<file path="src/core_pkg.sv">
/* Core micro-architecture types
   Data and address widths, stage control codes and memory sizes */
package core_pkg;

	localparam int XLEN    = 32;
	localparam int PC_BITS = 12;  // 4 KB of instruction space

	typedef logic [XLEN-1:0]    word_t;
	typedef logic [PC_BITS-1:0] pc_t;     // Byte address
	typedef logic [4:0]         reg_idx_t;

	// ALU select
	typedef logic [2:0] alu_op_t;
	localparam alu_op_t ALU_ADD   = 3'd0;
	localparam alu_op_t ALU_SUB   = 3'd1;
	localparam alu_op_t ALU_AND   = 3'd2;
	localparam alu_op_t ALU_OR    = 3'd3;
	localparam alu_op_t ALU_XOR   = 3'd4;
	localparam alu_op_t ALU_SLT   = 3'd5;
	localparam alu_op_t ALU_PASSB = 3'd6;  // LUI

	// Writeback source
	typedef logic [1:0] wb_sel_t;
	localparam wb_sel_t WB_ALU  = 2'd0;
	localparam wb_sel_t WB_LOAD = 2'd1;
	localparam wb_sel_t WB_PC4  = 2'd2;  // JAL link

	// Execute operand source
	typedef logic [1:0] fwd_sel_t;
	localparam fwd_sel_t FWD_NONE = 2'd0;
	localparam fwd_sel_t FWD_MEM  = 2'd1;
	localparam fwd_sel_t FWD_WB   = 2'd2;

	localparam int IMEM_WORDS = 1024;
	localparam int DMEM_BITS  = 8;  // 256 data words
	typedef logic [DMEM_BITS-1:0] dmem_addr_t;

endpackage

</file>
<file path="src/hazard_unit.sv">
/* Hazard unit
   Execute operand forwarding, load-use stall and branch flush */
`timescale 1ns/1ns

module hazard_unit (
	input  core_pkg::reg_idx_t id_rs1,
	input  core_pkg::reg_idx_t id_rs2,
	input  core_pkg::reg_idx_t ex_rs1,
	input  core_pkg::reg_idx_t ex_rs2,
	input  core_pkg::reg_idx_t ex_rd,
	input  logic               ex_mem_read,
	input  core_pkg::reg_idx_t mem_rd,
	input  logic               mem_reg_write,
	input  core_pkg::reg_idx_t wb_rd,
	input  logic               wb_reg_write,
	input  logic               redirect,
	output core_pkg::fwd_sel_t fwd_a,
	output core_pkg::fwd_sel_t fwd_b,
	output logic               stall,
	output logic               flush_id,
	output logic               flush_ex
);
	import core_pkg::*;

	logic load_use;

	// Youngest producer wins, x0 never forwarded
	function automatic fwd_sel_t pick_src(reg_idx_t src);
		if (src == '0)
			return FWD_NONE;
		if (mem_reg_write && mem_rd == src)
			return FWD_MEM;
		if (wb_reg_write && wb_rd == src)
			return FWD_WB;
		return FWD_NONE;
	endfunction

	always_comb begin
		fwd_a = pick_src(ex_rs1);
		fwd_b = pick_src(ex_rs2);
	end

	// Load data is only ready in MEM, so hold decode one cycle
	assign load_use = ex_mem_read && ex_rd != '0 && (ex_rd == id_rs1 || ex_rd == id_rs2);

	assign stall    = load_use;
	assign flush_id = redirect;             // Squash fetched slot
	assign flush_ex = redirect || load_use; // Bubble or squash into ID/EX

endmodule

</file>
<file path="config.mk">
export PLATFORM = sky130hd
export DESIGN_NAME = hazard_unit
export DESIGN_NICKNAME = d
export VERILOG_FILES = /design/src/core_pkg.sv /design/src/hazard_unit.sv
export SDC_FILE = /design/constraint.sdc
export NUM_CORES = 1
export LEC_CHECK = 0
export BUFFER_PORTS_ARGS = -buffer_cell sky130_fd_sc_hd__buf_2
export CORE_AREA = 2 2 39 41
export DETAILED_ROUTE_END_ITERATION = 7
export DIE_AREA = 0 0 41 43
export GPL_ROUTABILITY_DRIVEN = 0
export MAX_ROUTING_LAYER = met4
export PLACE_DENSITY = 0.78
export SYNTH_ARGS = -nofsm -noshare
export SYNTH_HDL_FRONTEND = slang
export SYNTH_SLANG_ARGS = --single-unit
</file>
<file path="constraint.sdc">
create_clock -name vclk -period 1.1
set_input_delay 0.22 -clock vclk [all_inputs]
set_output_delay 0.22 -clock vclk [all_outputs]
set_load 0.03 [all_outputs]
</file>
Word level (Yosys, flattened, before mapping)

Index checks and enable logic that the tools add are counted.

Register bits: 0
Latch bits: 0
Bits in writable memories: 0
ROM bits: 0
Output and inout bits: 7
Memories kept: 0

Add/subtract/negate cells: 0
$mul: 0
Div/mod/pow operators: 0
Magnitude comparators: 0
Equal/unequal tests: 6
Shift-type cells: 0
Muxes and demuxes: 24
Bitwise gates (word level): 0
Reduce and logical (&&, ||, !) cells: 11

Operators by type and width:

| operator          | number |
|---|---|
| $eq 5x5->1        | 6 |
| $mux 2            | 12 |
| $mux 1            | 12 |
| $logic_not 5->1   | 2 |
| $logic_and 1x1->1 | 6 |
| $reduce_bool 5->1 | 1 |
| $logic_or 1x1->1  | 2 |

Depth between registers and ports, before layout

Depth in word-level cells: 9
Mapped depth: 4
Gate-level depth less buffers: 4

Worst setup path before layout

Ideal clock, no wire load.

Path type: input port to output port
Start point: input wb_rd[3]
End point: output fwd_a[1]
Arrival time: 1.520 ns
Required time: 0.880 ns
Slack: -0.640 ns
Stages: 3
Cells stage by stage: xnor2_1 -> nand4_1 -> nor4b_1

Cells in the longest elaborated chain, start to end: 8

RTL lines:

| what                  | RTL line          | source |
|---|---|---|
| from (decl)           | hazard_unit.sv:14 | `input core_pkg::reg_idx_t wb_rd,` |
| $eq 5x5->1 (*)        | hazard_unit.sv:33 | `if (wb_reg_write && wb_rd == src)` |
| $logic_and 1x1->1 (*) | hazard_unit.sv:33 |  |
| $mux 1 (2 in series)  | hazard_unit.sv:33 |  |
| $mux 1                | hazard_unit.sv:31 | `if (mem_reg_write && mem_rd == src)` |
| $mux 2 (*)            | hazard_unit.sv:35 | `return FWD_NONE;` |
| $mux 2 (*)            | hazard_unit.sv:33 |  |
| $mux 2 (*)            | hazard_unit.sv:31 |  |
| to (decl)             | hazard_unit.sv:17 | `output core_pkg::fwd_sel_t fwd_a,` |

Mark *: on every way between the ends. The rest lies on a longest branch, timed or not. The select of a mux whose other input is x is not followed.

Worst setup path in the final report

Start point: input ex_rs1[2]
End point: output fwd_a[1]

Cells in the longest elaborated chain, start to end: 8

RTL lines:

| what                 | RTL line          | source |
|---|---|---|
| from (decl)          | hazard_unit.sv:8  | `input core_pkg::reg_idx_t ex_rs1,` |
| $eq 5x5->1           | hazard_unit.sv:33 |  |
| $logic_and 1x1->1    | hazard_unit.sv:33 |  |
| $mux 1 (2 in series) | hazard_unit.sv:33 |  |
| $mux 1               | hazard_unit.sv:31 |  |
| $mux 2               | hazard_unit.sv:35 |  |
| $mux 2               | hazard_unit.sv:33 |  |
| $mux 2 (*)           | hazard_unit.sv:31 |  |

Marked as above.

==> run_results.csv <==
group,metric,value,unit
global_routing,met1_usage,0.136,
global_routing,gr-usage-met3,0.0209,
global_routing,grt_max_degree,4,
timing,clock.fmax,654,MHz
logic_synthesis,syn_nets,95,
die,boundaryPins,46,
route,wl_per_cell,11.3,µm
die,row_count,14,
die,die_y,43,µm
logic_synthesis,synth_top_area_frac,0.373,
route,via_per_inst,4.74,
global_routing,antenna_found_initial,0,
global_routing,grt_pass1_wl,2190,µm
global_routing,overflow,0,
layout,design.seq.count,0,
logic_synthesis,synth-seq-area-share,0,
worst_setup_path,crit_path_max_fanout,3,
logic_synthesis,avgSynthCellArea,7.55,µm²
worst_hold_path,hp-class,"in -> out",
timing,hold_viol,0,
timing,timing.final.ws_setup,-0.429,ns
logic_synthesis,synth.area.top_cells,"xor2_1, xnor2_1, nor2_1",
power,power,0.000351,W
worst_setup_path,end_kind,"primary output",
worst_setup_path,cp_data_required_time,0.88,ns
route,drtPass1Iterations,4,
route,ant_nets,0,
layout,n_antenna_cell,0,
route,drc,0,
worst_setup_path,critical_path_class,"in -> out",
logic_synthesis,yosys.area.top_type,"xor2_1",
global_routing,track_usage,0.176,
layout,nNetsFinal,154,
timing,fin_crit_sh,1.39,
logic_synthesis,synth_cell_type_count,16,
layout,seq_area,0,µm²
placed_design,dp_cells,128,
logic_synthesis,synth_cells,56,
die,die_width,41,µm
power,p_leak,0.445,nW
logic_synthesis,yosysMostFrequentCell,"xor2_1",
route,vias,612,
timing,hold_ws,0.707,ns
die,start_util,0.306,
layout,stdcell_count,129,
timing,slew_headroom,0.799,
outcome,status,"finished, violations left",
layout,clkbuf_count,0,
placed_design,io_buffer_count,46,
layout,synthToLayoutAreaGrowth,128,%
logic_synthesis,netlist_top_cells_count,"xor2_1, xnor2_1, nor2_1",
flow_run,maxCapViolations,0,
layout,drive_above_1_share,0.637,
layout,multi_input_area,508,µm²
layout,nFillCells,104,
power,vdd_drop_max,0.000173,V
die,dieArea,1760,µm²
timing,setup_viol_count_final,6,
layout,final_util,0.695,
timing,finalMaxSlewViolations,0,
placed_design,dp_hpwl,1240,µm
die,coreArea,1380,µm²
timing,period_minus_slack,1.53,ns
logic_synthesis,yosys_warnings,0,
route,wirelength,1460,µm
power,powerDensity,365,nW/µm²
route,drt_iter0_drc,1,
outcome,violations,"setup timing",
global_routing,met2_usage,0.391,
global_routing,first_global_vias,607,
global_routing,busiest_layer,"met2",
worst_setup_path,arrival,1.31,ns
timing,rsz0062_at_grt,"true",
logic_synthesis,syn_area,423,µm²
timing,worstMarginPinSlew,0.299,ns
worst_setup_path,cp-start-kind,"input port",
-- repair_timing --
| item | 4_1_cts | 5_1_grt |
|---|---|---|
| pin swaps | 11 | 9 |
| resized for setup | 24 | 7 |
| endpoints found under the setup margin | 6 | 6 |
| gates cloned | 0 | 0 |
| setup buffers | 1 | 0 |
| hold buffers | 0 | 0 |
-- per-layer routing --
metal  vias up  share of wire
met3         0           0.12
li1        312              -
met4         0              0
met2        38           0.57
met1       262           0.32
met5         -              0
-- cell type report --
type / instances / share of cell area
timing repair buffer: 58 / 0.451
multi-input combinational: 55 / 0.528
tap: 16 / 0.0208
-- layout by cell type (no fill, tap or decap) --
cell type  instances
nand4_1            2
o21ai_4            1
nor3_2             1
nor2_4             4
a22oi_2            1
nor2_1             2
nand2_1            2
or4_4              3
nand3_1            2
buf_6             15
nor4b_4            2
buf_4             12
buf_2             29
buf_8              2
o21bai_4           1
xnor2_1           12
nor4_1             2
nor2_2             1
xor2_1            18
nor3_1             1
-- worst max-delay path: stages --
cell and delay, ns:
buf_6 0.10, xor2_1 0.15, nor4_1 0.33, nand3_1 0.20, nor4b_4 0.18, buf_6 0.14
-- stage by stage --
stage | setup slack [ns] | setup TNS (ns) | instance area (µm²)
final | -0.429 | -2.26 | 962
after global routing | -0.459 | -2.45 | 962
after CTS | -0.442 | -2.34 | 931
after detailed placement | -0.475 | -2.59 | 831
after global placement | -0.432 | -2.46 | 831
after floorplan | -0.154 | -0.811 | 505
-- path summary, 6_finish.rpt --
| path | from | endpoint | slack [ns] | cells past startpoint |
|---|---|---|---|---|
| min | redirect | flush_id | 0.71 | 2 |
| max | ex_rs1[2] | fwd_a[1] | -0.43 | 6 |
-- kinds of logic (layout without fill, tap and decap cells) --
group | Yosys count | after routing | share of synthesized area
AO/OA/AOI/OAI | 3 | 3 | 0.0562
buffers and inverters | 1 | 58 | 0.0178
XOR/XNOR | 30 | 30 | 0.621
AND/OR/NAND/NOR | 22 | 22 | 0.305
-- power breakdown --
| part | switching, W | total (W) | leakage (nW) | internal [W] |
|---|---|---|---|---|
| logic | 0.000153 | 0.000351 | 0.445 | 0.000198 |
| registers | 0 | 0 | 0 | 0 |
| clock network | 0 | 0 | 0 | 0 |
(Power assumes the default switching activity.)
