===== src/core_pkg.sv =====
/* Core micro-architecture types
   Data and address widths, stage control codes and memory sizes */
package core_pkg;

	localparam int XLEN    = 32;
	localparam int PC_BITS = 12;  // 4 KB of instruction space

	typedef logic [XLEN-1:0]    word_t;
	typedef logic [PC_BITS-1:0] pc_t;     // Byte address
	typedef logic [4:0]         reg_idx_t;

	// ALU select
	typedef logic [2:0] alu_op_t;
	localparam alu_op_t ALU_ADD   = 3'd0;
	localparam alu_op_t ALU_SUB   = 3'd1;
	localparam alu_op_t ALU_AND   = 3'd2;
	localparam alu_op_t ALU_OR    = 3'd3;
	localparam alu_op_t ALU_XOR   = 3'd4;
	localparam alu_op_t ALU_SLT   = 3'd5;
	localparam alu_op_t ALU_PASSB = 3'd6;  // LUI

	// Writeback source
	typedef logic [1:0] wb_sel_t;
	localparam wb_sel_t WB_ALU  = 2'd0;
	localparam wb_sel_t WB_LOAD = 2'd1;
	localparam wb_sel_t WB_PC4  = 2'd2;  // JAL link

	// Execute operand source
	typedef logic [1:0] fwd_sel_t;
	localparam fwd_sel_t FWD_NONE = 2'd0;
	localparam fwd_sel_t FWD_MEM  = 2'd1;
	localparam fwd_sel_t FWD_WB   = 2'd2;

	localparam int IMEM_WORDS = 1024;
	localparam int DMEM_BITS  = 8;  // 256 data words
	typedef logic [DMEM_BITS-1:0] dmem_addr_t;

endpackage


===== src/execute_unit.sv =====
/* Execute stage
   Forwarding muxes, ALU and branch or jump resolution */
`timescale 1ns/1ns

module execute_unit (
	input  core_pkg::pc_t      pc,
	input  core_pkg::word_t    rs1_val,
	input  core_pkg::word_t    rs2_val,
	input  core_pkg::word_t    imm,
	input  core_pkg::alu_op_t  alu_op,
	input  logic               use_imm,
	input  logic               is_branch,
	input  logic               branch_ne,
	input  logic               is_jal,
	input  core_pkg::fwd_sel_t fwd_a,
	input  core_pkg::fwd_sel_t fwd_b,
	input  core_pkg::word_t    mem_fwd,     // Result sitting in MEM
	input  core_pkg::word_t    wb_fwd,      // Result sitting in WB
	output core_pkg::word_t    alu_result,
	output core_pkg::word_t    store_data,
	output logic               redirect,
	output core_pkg::pc_t      redirect_pc
);
	import core_pkg::*;

	word_t op_a, op_b, b_val;
	logic  equal;

	function automatic word_t fwd_pick(fwd_sel_t sel, word_t reg_val);
		case (sel)
			FWD_MEM: return mem_fwd;
			FWD_WB:  return wb_fwd;
			default: return reg_val;
		endcase
	endfunction

	always_comb begin
		op_a  = fwd_pick(fwd_a, rs1_val);
		b_val = fwd_pick(fwd_b, rs2_val);
		op_b  = use_imm ? imm : b_val;
		case (alu_op)
			ALU_SUB:   alu_result = op_a - op_b;
			ALU_AND:   alu_result = op_a & op_b;
			ALU_OR:    alu_result = op_a | op_b;
			ALU_XOR:   alu_result = op_a ^ op_b;
			ALU_SLT:   alu_result = {{(XLEN-1){1'b0}}, $signed(op_a) < $signed(op_b)};
			ALU_PASSB: alu_result = op_b;
			default:   alu_result = op_a + op_b;  // Also load/store address
		endcase
	end

	assign store_data = b_val;  // SW data after forwarding
	assign equal      = (op_a == b_val);

	// BNE takes on inequality, BEQ on equality
	assign redirect    = is_jal || (is_branch && (equal != branch_ne));
	assign redirect_pc = pc + imm[PC_BITS-1:0];

endmodule


===== config.mk =====
export PLATFORM = sky130hd
export DESIGN_NAME = execute_unit
export DESIGN_NICKNAME = d
export VERILOG_FILES = /design/src/core_pkg.sv /design/src/execute_unit.sv
export SDC_FILE = /design/constraint.sdc
export NUM_CORES = 1
export LEC_CHECK = 0
export ABC_AREA = 1
export BUFFER_PORTS_ARGS = -buffer_cell sky130_fd_sc_hd__buf_2
export CORE_MARGIN = 10
export CORE_UTILIZATION = 30
export DETAILED_ROUTE_END_ITERATION = 10
export GPL_TIMING_DRIVEN = 0
export PLACE_DENSITY = 0.56
export SLEW_MARGIN = 10
export SYNTH_ARGS = -nofsm -noshare
export SYNTH_HDL_FRONTEND = slang
export SYNTH_SLANG_ARGS = --single-unit
export TNS_END_PERCENT = 50

===== constraint.sdc =====
create_clock -name vclk -period 5
set_input_delay 0.5 -clock vclk [all_inputs]
set_output_delay 0.5 -clock vclk [all_outputs]
set_load 0.02 [all_outputs]

Word level (Yosys, flattened, before mapping):

Index checks and enable logic that the tools add are counted.

* $add $sub $neg: 3
* multiply operators: 0
* divide/modulo/power cells: 0
* order comparisons: 1
* equality and inequality tests: 12
* shift operators: 0
* muxes and demuxes: 4
* bitwise logic cells: 3
* reduce and logical (&&, ||, !) cells: 2

Operator list (number)
* case mux 32 bit (6 select lines): 1
* case mux 32 bit (2 select lines): 2
* adder 32 bit: 1
* AND 32 bit: 1
* == test 32 bit: 1
* < comparator 32 bit: 1
* two-way mux 32 bit: 1
* bitwise OR 32 bit: 1
* subtractor 32 bit: 1
* XOR 32 bit: 1
* adder 12 bit: 1
* == test 3 bit (second input constant): 3
* == test 3 x 2 -> 1 bit (second input constant): 2
* == test 2 x 1 -> 1 bit (second input constant): 2
* == test 2 bit (second input constant): 2
* == test 3 x 1 -> 1 bit (second input constant): 1
* logical AND 1 bit: 1
* logical OR 1 bit: 1
* != test 1 bit: 1

* register bits after elaboration: 0
* latch bits: 0
* memory bits (writable): 0
* ROM bits: 0
* input bits: 183
* output and inout port bits: 77
* logic and storage cells: 25
* memories kept: 0

Longest topological paths before layout:

* depth after elaboration: 6
* depth in mapped cells: 24
* mapped depth without buffers: 23

Worst setup path after synthesis:

Ideal clock, no wire load.

* kind: in2out
* start point: input fwd_b[0]
* end point: output alu_result[0]
* arrival time: 3.429 ns
* required time: 4.500 ns
* slack: 1.071 ns
* cell stages on the path: 22
* buffers on the path: 1
* cell sequence: inv_1 ha_1 inv_2 buf_2 nand3_1 o21ai_1 inv_2 nand2_1 nand2_1 ha_1 fa_1 inv_1 nand3_1 nand2_1 inv_1 o21ai_2 nand2_1 nand2_1 nand2_1 nand3_1 nand3_1 a21oi_1

* word-level cells in the longest chain between the ends: 5
* elaborated cells on any way between the ends: 11
* classes of those cells: add/sub (2); order compare (1); eq/ne (2); mux (3); bitwise (3)

RTL lines
* from (decl): line execute_unit.sv:16 `input core_pkg::fwd_sel_t fwd_b,`
* == test 2 bit / == test 2 x 1 -> 1 bit (equally long branches): line execute_unit.sv:30 `case (sel)`
* case mux 32 bit (2 select lines) *: line execute_unit.sv:30
* net store_data[0]: line execute_unit.sv:20 `output core_pkg::word_t store_data,`
* two-way mux 32 bit *: line execute_unit.sv:40 `op_b = use_imm ? imm : b_val;`
* adder 32 bit, or another cell as far along: line execute_unit.sv:48 `default: alu_result = op_a + op_b;`
* case mux 32 bit (6 select lines) *: line execute_unit.sv:41 `case (alu_op)`
* to (decl): line execute_unit.sv:19 `output core_pkg::word_t alu_result,`

The timed path passes the listed nets; every way through them passes the cells marked *.

Worst setup path in the final report:

* start point: input fwd_b[0]
* end point: output alu_result[30]

* word-level cells in the longest chain between the ends: 5
* elaborated cells on any way between the ends: 10
* classes of those cells: add/sub (2); eq/ne (2); mux (3); bitwise (3)

RTL lines (line)
* == test 2 bit / == test 2 x 1 -> 1 bit (equally long branches): execute_unit.sv:30
* case mux 32 bit (2 select lines) *: execute_unit.sv:30
* two-way mux 32 bit *: execute_unit.sv:40
* adder 32 bit, or another cell as far along: execute_unit.sv:48
* case mux 32 bit (6 select lines) *: execute_unit.sv:41

Every way passes the cells marked *; elsewhere a longest branch is shown, timed or not.

==> metrics.md <==
| Metric | Value |
|---|---|
| Run status | `finished clean` |
| Fillers | `between 3000 and 4000` |
| Final HPWL DP | `43500 µm` |
| Routed WL | `a little under 50000 µm` |
| Critical path depth | `20` |
| DRC Markers | `0` |
| Relative slew slack | `between 40% and 50%` |
| WS Path Type | `in -> out` |
| GP Congestion | `a little over 1` |
| Most used cell, CP | `nand2_1` |
| Fin crit share | `94.92%` |
| Post-Synth Adder-Cell Area | `16.86%` |
| Overall die width | `189.3 µm` |
| Leakage Power | `5.541 nW` |
| WL per Instance | `21.28 µm` |
| Post-CTS setup buffer count | `0` |
| Post-Syn Area | `between 8000 and 9000 µm²` |
| Hold WC Path Type | `in -> out` |
| Number of global-route vias before repair | `12220` |
| Io pins | `260` |
| Critical Path RT | `4.50 ns` |
| Final ANT Viol Nets | `0` |
| Worst-path cell chain | `buf_2 -> inv_1 -> ha_1 -> buf_2 -> nand2_1 -> nand3_1 -> nand2_1 -> o21ai_0 -> ha_1 -> inv_1 -> nand2_1 -> nor2_1 -> nand2_1 -> o21ai_1 -> nand4_1 -> nand2_1 -> nand2_1 -> nand3_1 -> nand3_1 -> buf_2` |
| Sequential share of the synthesized area | `0%` |
| Seq cells | `0` |
| Commonest cells after routing, fill and taps aside | `nand2_1 (542), buf_2 (278), nand3_1 (174), inv_1 (163), nor2_1 (119)` |
| Vias per std cell | `5.375` |
| Initial DRC count | `1237` |
| Fin. max-slew vios | `0` |
| Buf+Inv Stages, Crit Path | `5` |
| Arr. time, crit path | `4.25 ns` |
| Core area | `28010 µm²` |
| Fmax | `210.7 MHz` |
| Die height | `189.3 µm` |
| Std-Cell Rows | `61` |
| Die area | `35820 µm²` |
| Hold_buf cts | `0` |
| Syn_area_per_cell | `5.140 µm²` |
| Final setup fails | `0` |
| Largest net degree at the start of global routing | `11` |
| Initial Utilization | `30.68%` |
| Synth top area share | `23.72%` |
| RSZ-0062 raised after global routing | `no` |
| Mux cell area share after synthesis | `0%` |
| Critical Path End Type | `primary output` |
| XOR/XNOR Fraction of Synth Area | `2.344%` |
| Port Buffer Count | `259` |
| Synth Area in Compound Gates | `20.66%` |
| Synth Warn # | `0` |
| Total negative slack | `0 ns` |
| Initial antenna violation count | `2` |
| First-pass GRT wire length | `73000 µm` |
| CLK BUF | `0` |
| Simple-Gate Fraction of Synth Area | `46.96%` |
| Routed vias | `12420` |
| Core Util, Final | `between 30% and 40%` |
| Delay-heaviest family, CP | `simple AND/OR/NAND/NOR gates` |
| Startpoint Class | `input pin` |
| Worst VDD drop | `0.09710 mV` |
| Nets@finish | `between 2000 and 2500` |
| Max-Cap Viols | `0` |
| Count of different cell masters after synthesis | `46` |
| Crit path from | `fwd_b[0]` |
| Synth-to-Final Area Change | `20.72%` |
| Mapped Cells | `about 1700` |
| Crit Path Max Fanout | `10` |
| Largest family of logic cells by synthesized area | `simple AND/OR/NAND/NOR gates` |
| Share of layout cells above drive strength 1 | `19.26%` |
| Slowest-stage cell, CP | `o21ai_0` |
| Worst slew pin tran | `0.7947 ns` |
| Dominant cell type by area after synthesis | `nand2_1` |
| Largest cells by area after synthesis | `nand2_1 (24%), ha_1 (16%), nand3_1 (10%)` |
| Gr usage total | `25.91%` |
| First-pass iteration count of the detailed router | `5` |
| Worst setup path endpoint | `alu_result[30]` |
| PwrDens | `~220 nW/µm²` |
| Total grt overflow | `0` |
| Reg area | `0 µm²` |
| Fin. Hold Viols | `0` |
| Post-route minimum period | `4.746 ns` |
| Syn_nets | `1969` |
| Crit-path max cell delay | `0.58 ns` |
| Commonest non-fill, non-tap cell in the layout | `nand2_1` |
| Hold Slack | `1.301 ns` |
## stage by stage
stage | setup slack, ns | instance area [µm²] | instances | total power [mW]
after CTS | 0.2228 | 10360 | 2309 | 2.276
final | 0.2540 | 10380 | 2310 | 2.333
after global placement | 0.2347 | 10360 | 2309 | 2.257
after detailed placement | 0.2370 | 10360 | 2309 | 2.267
after floorplan | 1.071 | 8594 | 1672 | 1.479
after global routing | 0.04810 | 10380 | 2310 | 2.543
## final cells by class
type               instances  area [µm²]  area share, %
plain buffers             55       312.8          3.015
multi-input cells       1398        7468          71.98
repair buffers           259        1296          12.49
inverters                219       822.0          7.923
diodes                     1       2.502        0.02412
well taps                378       473.0          4.559
## cell usage after synthesis, drive strengths merged
library cell	number
nand2	551
inv	213
nand3	175
o21ai	122
nor2	119
a21oi	116
ha	111
or2	59
buf	33
nor3	24
clkbuf	22
o22ai	17
xor2	16
nand4	15
a211oi	13
o2111ai	8
a21o	7
a221oi	7
o211ai	7
xnor2	7
clkinv	6
o21a	5
a21boi	4
fa	3
nor4	3
o21bai	3
a31oi	1
a32oi	1
and3	1
nand3b	1
o221ai	1
o31ai	1
## kinds of logic after synthesis
| family | Yosys count |
|---|---|
| simple gates | 948 |
| fa+ha+maj | 114 |
| compound gates | 313 |
| xor+xnor | 23 |
| buf+inv | 274 |
## worst min-delay path by stage
stage               startpoint        to  slack, ns  depth (start not counted)
floorplan               is_jal  redirect       1.16                          2
global placement        is_jal  redirect       1.30                          4
detailed placement      is_jal  redirect       1.30                          4
CTS                     is_jal  redirect       1.30                          4
global route            is_jal  redirect       1.35                          4
finish                  is_jal  redirect       1.30                          4
## power by group
group | total (mW) | internal (mW) | switching, mW
combinational | 2.33 | 0.693 | 1.64
clock | 0.0000000267 | 0.0000000267 | 0
sequential | 0 | 0 | 0
## routing by layer
metal	global-route usage [%]	wire [µm]
met1	33.16	21130
met2	43.71	22250
met3	4.741	4359
met4	6.441	1411
met5	0	18
## repair_timing
| action | CTS | global route |
|---|---|---|
| hold endpoints to repair | 0 | 0 |
| endpoints found under the setup margin | 0 | 4 |
| resized for setup | 0 | 6 |
No activity file was read; power rests on OpenSTA's default activity.
