==> config.mk <==
export PLATFORM = sky130hd
export DESIGN_NAME = decoder
export DESIGN_NICKNAME = d
export VERILOG_FILES = /design/src/core_pkg.sv /design/src/rv_isa_pkg.sv /design/src/decoder.sv
export SDC_FILE = /design/constraint.sdc
export NUM_CORES = 1
export LEC_CHECK = 0
export BUFFER_PORTS_ARGS = -buffer_cell sky130_fd_sc_hd__buf_2
export CORE_MARGIN = 2
export CORE_UTILIZATION = 37
export DETAILED_ROUTE_END_ITERATION = 16
export PLACE_DENSITY = 0.95
export SLEW_MARGIN = 10
export SYNTH_ARGS = -nofsm -noshare
export SYNTH_HDL_FRONTEND = slang
export SYNTH_SLANG_ARGS = --single-unit
export TNS_END_PERCENT = 1
==> constraint.sdc <==
create_clock -name vclk -period 4.9
set_clock_uncertainty 0.15 [all_clocks]
set_input_delay 0.49 -clock vclk [all_inputs]
set_output_delay 0.49 -clock vclk [all_outputs]
set_load 0.01 [all_outputs]
==> src/core_pkg.sv <==
/* Core micro-architecture types
   Data and address widths, stage control codes and memory sizes */
package core_pkg;

	localparam int XLEN    = 32;
	localparam int PC_BITS = 12;  // 4 KB of instruction space

	typedef logic [XLEN-1:0]    word_t;
	typedef logic [PC_BITS-1:0] pc_t;     // Byte address
	typedef logic [4:0]         reg_idx_t;

	// ALU select
	typedef logic [2:0] alu_op_t;
	localparam alu_op_t ALU_ADD   = 3'd0;
	localparam alu_op_t ALU_SUB   = 3'd1;
	localparam alu_op_t ALU_AND   = 3'd2;
	localparam alu_op_t ALU_OR    = 3'd3;
	localparam alu_op_t ALU_XOR   = 3'd4;
	localparam alu_op_t ALU_SLT   = 3'd5;
	localparam alu_op_t ALU_PASSB = 3'd6;  // LUI

	// Writeback source
	typedef logic [1:0] wb_sel_t;
	localparam wb_sel_t WB_ALU  = 2'd0;
	localparam wb_sel_t WB_LOAD = 2'd1;
	localparam wb_sel_t WB_PC4  = 2'd2;  // JAL link

	// Execute operand source
	typedef logic [1:0] fwd_sel_t;
	localparam fwd_sel_t FWD_NONE = 2'd0;
	localparam fwd_sel_t FWD_MEM  = 2'd1;
	localparam fwd_sel_t FWD_WB   = 2'd2;

	localparam int IMEM_WORDS = 1024;
	localparam int DMEM_BITS  = 8;  // 256 data words
	typedef logic [DMEM_BITS-1:0] dmem_addr_t;

endpackage

==> src/rv_isa_pkg.sv <==
/* RV32I encoding constants
   Opcodes, funct codes and field positions for the reduced subset */
package rv_isa_pkg;

	typedef logic [6:0] opc_t;  // Major opcode

	// Major opcodes
	localparam opc_t OPC_RTYPE  = 7'b0110011;
	localparam opc_t OPC_ITYPE  = 7'b0010011;
	localparam opc_t OPC_LUI    = 7'b0110111;
	localparam opc_t OPC_LOAD   = 7'b0000011;
	localparam opc_t OPC_STORE  = 7'b0100011;
	localparam opc_t OPC_BRANCH = 7'b1100011;
	localparam opc_t OPC_JAL    = 7'b1101111;

	// funct3 codes
	localparam logic [2:0] F3_ADD  = 3'b000;
	localparam logic [2:0] F3_SLT  = 3'b010;
	localparam logic [2:0] F3_XOR  = 3'b100;
	localparam logic [2:0] F3_OR   = 3'b110;
	localparam logic [2:0] F3_AND  = 3'b111;
	localparam logic [2:0] F3_BEQ  = 3'b000;
	localparam logic [2:0] F3_BNE  = 3'b001;
	localparam logic [2:0] F3_WORD = 3'b010;  // LW and SW width

	localparam logic [6:0] F7_SUB = 7'b0100000;

	// Low bit of each register and funct field
	localparam int RD_LSB  = 7;
	localparam int F3_LSB  = 12;
	localparam int RS1_LSB = 15;
	localparam int RS2_LSB = 20;
	localparam int F7_LSB  = 25;

	localparam logic [31:0] NOP_INST = 32'h0000_0013;  // ADDI x0, x0, 0

endpackage
==> src/decoder.sv <==
/* Instruction decoder
   Maps the reduced RV32I subset to stage controls and builds the
   sign-extended immediate; anything unknown decodes as a NOP */
`timescale 1ns/1ns

module decoder (
	input  core_pkg::word_t    inst,
	output core_pkg::reg_idx_t rs1,
	output core_pkg::reg_idx_t rs2,
	output core_pkg::reg_idx_t rd,
	output core_pkg::word_t    imm,
	output core_pkg::alu_op_t  alu_op,
	output logic               use_imm,
	output logic               reg_write,
	output logic               mem_read,
	output logic               mem_write,
	output logic               is_branch,
	output logic               branch_ne,
	output logic               is_jal,
	output core_pkg::wb_sel_t  wb_sel
);
	import core_pkg::*;
	import rv_isa_pkg::*;

	opc_t       opcode;
	logic [2:0] funct3;
	logic [6:0] funct7;
	logic       use_rs1, use_rs2;  // Source fields are real registers
	word_t      imm_i, imm_s, imm_b, imm_u, imm_j;

	assign opcode = inst[6:0];
	assign funct3 = inst[F3_LSB +: 3];
	assign funct7 = inst[F7_LSB +: 7];
	assign rd     = inst[RD_LSB +: 5];

	// Unused source fields read as x0 so they never match a hazard
	assign rs1 = use_rs1 ? inst[RS1_LSB +: 5] : '0;
	assign rs2 = use_rs2 ? inst[RS2_LSB +: 5] : '0;

	//////////////////////////////////////////////////
	// Immediate formats
	assign imm_i = {{20{inst[31]}}, inst[31:20]};
	assign imm_s = {{20{inst[31]}}, inst[31:25], inst[11:7]};
	assign imm_b = {{19{inst[31]}}, inst[31], inst[7], inst[30:25], inst[11:8], 1'b0};
	assign imm_u = {inst[31:12], 12'b0};
	assign imm_j = {{11{inst[31]}}, inst[31], inst[19:12], inst[20], inst[30:21], 1'b0};

	always_comb begin
		// NOP unless a known encoding matches
		alu_op    = ALU_ADD;
		imm       = '0;
		use_imm   = 1'b0;
		reg_write = 1'b0;
		mem_read  = 1'b0;
		mem_write = 1'b0;
		is_branch = 1'b0;
		branch_ne = 1'b0;
		is_jal    = 1'b0;
		wb_sel    = WB_ALU;
		use_rs1   = 1'b0;
		use_rs2   = 1'b0;
		case (opcode)
			OPC_RTYPE: begin
				use_rs1   = 1'b1;
				use_rs2   = 1'b1;
				reg_write = (funct7 == 7'b0) || (funct7 == F7_SUB && funct3 == F3_ADD);
				case (funct3)
					F3_ADD:  alu_op = (funct7 == F7_SUB) ? ALU_SUB : ALU_ADD;
					F3_SLT:  alu_op = ALU_SLT;
					F3_XOR:  alu_op = ALU_XOR;
					F3_OR:   alu_op = ALU_OR;
					F3_AND:  alu_op = ALU_AND;
					default: reg_write = 1'b0;  // Shifts and SLTU not kept
				endcase
			end
			OPC_ITYPE: if (funct3 == F3_ADD) begin  // ADDI only
				use_rs1   = 1'b1;
				use_imm   = 1'b1;
				reg_write = 1'b1;
				imm       = imm_i;
			end
			OPC_LUI: begin
				alu_op    = ALU_PASSB;
				use_imm   = 1'b1;
				reg_write = 1'b1;
				imm       = imm_u;
			end
			OPC_LOAD: if (funct3 == F3_WORD) begin
				use_rs1   = 1'b1;
				use_imm   = 1'b1;
				reg_write = 1'b1;
				mem_read  = 1'b1;
				wb_sel    = WB_LOAD;
				imm       = imm_i;
			end
			OPC_STORE: if (funct3 == F3_WORD) begin
				use_rs1   = 1'b1;
				use_rs2   = 1'b1;  // Store data
				use_imm   = 1'b1;
				mem_write = 1'b1;
				imm       = imm_s;
			end
			OPC_BRANCH: if (funct3 == F3_BEQ || funct3 == F3_BNE) begin
				use_rs1   = 1'b1;
				use_rs2   = 1'b1;
				is_branch = 1'b1;
				branch_ne = (funct3 == F3_BNE);
				imm       = imm_b;
			end
			OPC_JAL: begin
				is_jal    = 1'b1;
				reg_write = 1'b1;
				wb_sel    = WB_PC4;
				imm       = imm_j;
			end
			default: ;  // Unknown opcode
		endcase
		if (rd == '0)
			reg_write = 1'b0;  // x0 writes drop here
	end

endmodule

; Word level (Yosys, flattened, before mapping)
; Index checks and enable logic that the tools add are counted.
[classes]
eq_ne = 13
muxes = 27
reduce_logical = 9
[ops]
columns = cell, count
row1 = 32-bit one-hot mux with 6 select lines, 1
row2 = 32-bit two-way mux, 4
row3 = 7-bit by 6-bit == test with 1-bit output (second input constant), 4
row4 = 3-bit one-hot mux with 5 select lines, 1
row5 = 7-bit == test (second input constant), 2
row6 = 1-bit two-way mux, 13
row7 = 5-bit two-way mux, 2
row8 = 3-bit == test (second input constant), 3
row9 = 1-bit one-hot mux with 4 select lines, 2
row10 = 7-bit by 2-bit == test with 1-bit output (second input constant), 1
row11 = 7-bit by 5-bit == test with 1-bit output (second input constant), 1
row12 = 7-bit logical NOT, 1
row13 = 1-bit one-hot mux with 3 select lines, 2
row14 = 3-bit one-hot mux with 2 select lines, 1
row15 = 5-bit logical NOT, 1
row16 = 5-bit OR reduction, 1
row17 = 2-bit one-hot mux with 2 select lines, 1
row18 = 2-bit OR reduction, 2
row19 = 3-bit by 1-bit == test with 1-bit output (second input constant), 1
row20 = 3-bit by 2-bit == test with 1-bit output (second input constant), 1
row21 = 3-bit logical NOT, 1
row22 = 1-bit logical OR, 2
row23 = 1-bit logical AND, 1
[word_totals]
regBits = 0
input_bits = 32
out_inout_bits = 59
word_cells = 49

; Depth between registers and ports, before layout
[depth]
ltp_word = 6
depth_mapped = 6
depth_no_buf = 4

; Worst setup path after synthesis
; OpenSTA, ideal clock, no wires.
[synth_path]
kind = input to output
startpoint = in inst[12]
endpoint = out imm[20]
t_arrival_ns = 1.894
required_time_ns = 4.260
slack_ns = 2.366
stages = 6
path_buffers = 2
path_cell_list = buf_6 -> or4b_4 -> a211oi_4 -> o31a_1 -> buf_4 -> a21o_1
[synth_via]
elab_chain_len = 4
word_cells_on_any_way = 9
classes_between = eq/ne: 2 / mux: 5 / reduce/logical: 2
[synth_rtl]
columns = item, line_no
row1 = from (decl), decoder.sv:7  ; input core_pkg::word_t inst,
row2 = 3-bit by 1-bit == test with 1-bit output / 3-bit logical NOT (equally long branches), "decoder.sv:103, decoder.sv:76"
row3 = 1-bit logical OR, decoder.sv:103  ; OPC_BRANCH: if (funct3 == F3_BEQ || funct3 == F3_BNE) begin
row4 = 32-bit two-way mux, decoder.sv:103
row5 = 32-bit one-hot mux with 6 select lines (*), decoder.sv:62  ; case (opcode)
row6 = to (decl), decoder.sv:11  ; output core_pkg::word_t imm,
; Every way passes the cells marked *; elsewhere a longest branch is shown, timed or not.

; Worst setup path after layout
[layout_path]
startpoint = in inst[6]
endpoint = out imm[21]
[layout_via]
elab_chain_len = 2
word_cells_on_any_way = 7
classes_between = eq/ne: 6 / mux: 1
[layout_rtl]
columns = item, line_no
row1 = 7-bit == test (tied with other cells), decoder.sv:62
row2 = 32-bit one-hot mux with 6 select lines (*), decoder.sv:62
; Marks and branches as above.

==> summary.md <==
| Metric | Value |
|---|---|
| First-pass GRT wire length | `4910 um` |
| Fill cells | `231` |
| Post-CTS setup-driven buffer insertion count | `0` |
| Synthesis Warnings | `0` |
| Pwr/cell area | `43.7 mW/mm2` |
| Crit path from | `inst[6]` |
| Leakage power | `0.000893 uW` |
| Fin crit period | `2.95 ns` |
| Max cap viols | `0` |
| Gpl congestion | `0.918` |
| # diodes | `0` |
| Setup TNS | `0 ns` |
| Fmax | `340 MHz` |
| Hold Vio Cnt, Final | `0` |
| HP Class | `in2out` |
| Core ar. | `0.00219 mm2` |
| Crit path kind | `in2out` |
| Drt drc | `0` |
| Layout clock buffers | `0` |
| Initial antenna violation count | `0` |
| Ports | `91` |
| Rel. slew slack | `25.2%` |
| Tot Pwr | `55.3 uW` |
| Pre-CTS WS | `1.97 ns` |
| Max-slew violations | `0` |
| CP endpoint kind | `output port` |
| Post-cts sizing count | `0` |
| Critical Path Start Type | `input port` |
| Largest net degree at the start of global routing | `14` |
| Area Overhead vs Synth | `48.5%` |
| Initial DRC Count | `27` |
| Die Height | `52.0 um` |
| Final WL | `3190 um` |
| Sequential area share after synthesis | `0%` |
| Vias in the first global route | `1,131` |
| Crit path to | `imm[21]` |
| Outcome | `finished, final reports clean` |
| Total grt overflow | `0` |
| Mean Syn Cell Area | `6.66 um2` |
| FP Rows | `17` |
| VDD IR-drop max | `0.0251 mV` |
| Initial Utilization | `38.9%` |
| Final worst-path cycle share | `60.1%` |
| Unrepaired setup endpoints after global routing | `no` |
| Seq cells | `0` |
| Die Area | `0.00270 mm2` |
| Synth Instances | `128` |
| Initial DRT Pass Iterations | `4` |
| Netlist Area Pre-Place | `852 um2` |
| Layout Nets | `240` |
| Cts hold-fix bufs | `0` |
| Crit path max fanout | `12` |
| Vias | `1,315` |
| Post-route antenna net violation count | `0` |
| Die X | `52.0 um` |
| Fraction of layout instances using a drive strength above 1 | `47.6%` |
| Via/cell ratio | `5.62` |
| Number of library cell types mapped by synthesis | `42` |
| GRT Total Usage | `22.2%` |
| Worst EP arrival | `2.31 ns` |
| Slew @ Worst Pin | `1.11 ns` |
| Final setup viols | `0` |
| PnR worst setup slack | `1.95 ns` |
| I/O Buffers | `91` |
| Average routed wire per standard cell | `13.6 um` |
| Detailed Place HPWL | `2630 um` |
| Synthesized Nets | `160` |
| Register area | `0 um2` |
| Data required, critical path | `4.26 ns` |
## per-layer routing
| layer | track usage (%) | vias to the layer above | part of all wire (%) |
|---|---|---|---|
| met5 | 0 | - | 0 |
| met4 | 1.32 | 0 | 0 |
| met3 | 0.862 | 0 | 7.4 |
| met2 | 43.2 | 65 | 52 |
| met1 | 27.6 | 607 | 41 |
| li1 | - | 643 | - |
## cell families after synthesis
kind of cell    after synthesis  synth area share, %
xor+xnor                      2                 2.06
compound gates               45                 39.9
simple gates                 65                 47.1
buf+inv                      16                 10.9
## cell usage in the layout, fill, tap and decap left out, types with 2 or more instances in the layout
| cell | instances |
|---|---|
| and2_1 | 8 |
| xnor2_1 | 2 |
| and3_1 | 10 |
| o22ai_1 | 2 |
| a22o_1 | 5 |
| nor2b_1 | 2 |
| inv_1 | 2 |
| nor2_1 | 7 |
| a21o_1 | 19 |
| o31ai_1 | 2 |
| nor4_1 | 2 |
| nand4_1 | 2 |
| or3_1 | 2 |
| o21ai_0 | 6 |
| o21a_1 | 2 |
| nand3_1 | 5 |
| nand2b_1 | 5 |
| or4_1 | 2 |
| nand2_1 | 3 |
| buf_2 | 91 |
| a21oi_1 | 2 |
| nor3_1 | 8 |
## where the power goes
group          leakage, uW  switching (uW)  internal (uW)
combinational     0.000893            32.5           22.8
sequential               0               0              0
clock                    0               0              0
total             0.000893            32.5           22.8
## synthesized netlist by cell type (all sizes together), types with 3 or more instances
| master | number | area share, % |
|---|---|---|
| a21o | 19 | 17 |
| a22o | 5 | 5.1 |
| and2 | 8 | 5.9 |
| and3 | 10 | 7.3 |
| buf | 10 | 8.2 |
| clkbuf | 4 | 1.8 |
| nand2 | 3 | 1.3 |
| nand2b | 5 | 3.7 |
| nand3 | 5 | 2.9 |
| nor2 | 7 | 3.1 |
| nor3 | 8 | 4.7 |
| o21a | 3 | 2.8 |
| o21ai | 6 | 3.5 |
## cell type report
cell class / instances / area, um2 / area share [%]
Multi-Input combinational cell: 112 / 759 / 60.0
Inverter: 2 / 7.51 / 0.593
Timing Repair Buffer: 92 / 463 / 36.6
Tap cell: 28 / 35.0 / 2.77
## per-stage QoR
| step | instances | hold WS, ns | util (%) | instance area (um2) |
|---|---|---|---|---|
| floorplan | 128 | 0.922 | - | 852 |
| detailed placement | 234 | 1.05 | 57.7 | 1260 |
| CTS | 234 | 1.05 | 57.7 | 1260 |
| global route | 234 | 1.05 | 57.7 | 1260 |
| global placement | 234 | 1.04 | 57.7 | 1260 |
| finish | 234 | 1.05 | 57.7 | 1260 |
## how the worst min path moves through the flow
stage                  start    end  slack, ns  depth (start not counted)
finish              inst[10]  rd[3]       1.05                          2
detailed placement  inst[11]  rd[4]       1.05                          2
global placement    inst[11]  rd[4]       1.04                          2
global route        inst[10]  rd[3]       1.05                          2
floorplan            inst[7]  rd[0]       0.92                          1
CTS                 inst[10]  rd[3]       1.05                          2
## worst max-delay path, stage by stage
cell	delay, ns
buf_2	0.21
or3b_2	0.51
a211oi_4	0.40
o31a_1	0.43
a21o_1	0.14
buf_2	0.13
(Power assumes the default switching activity.)
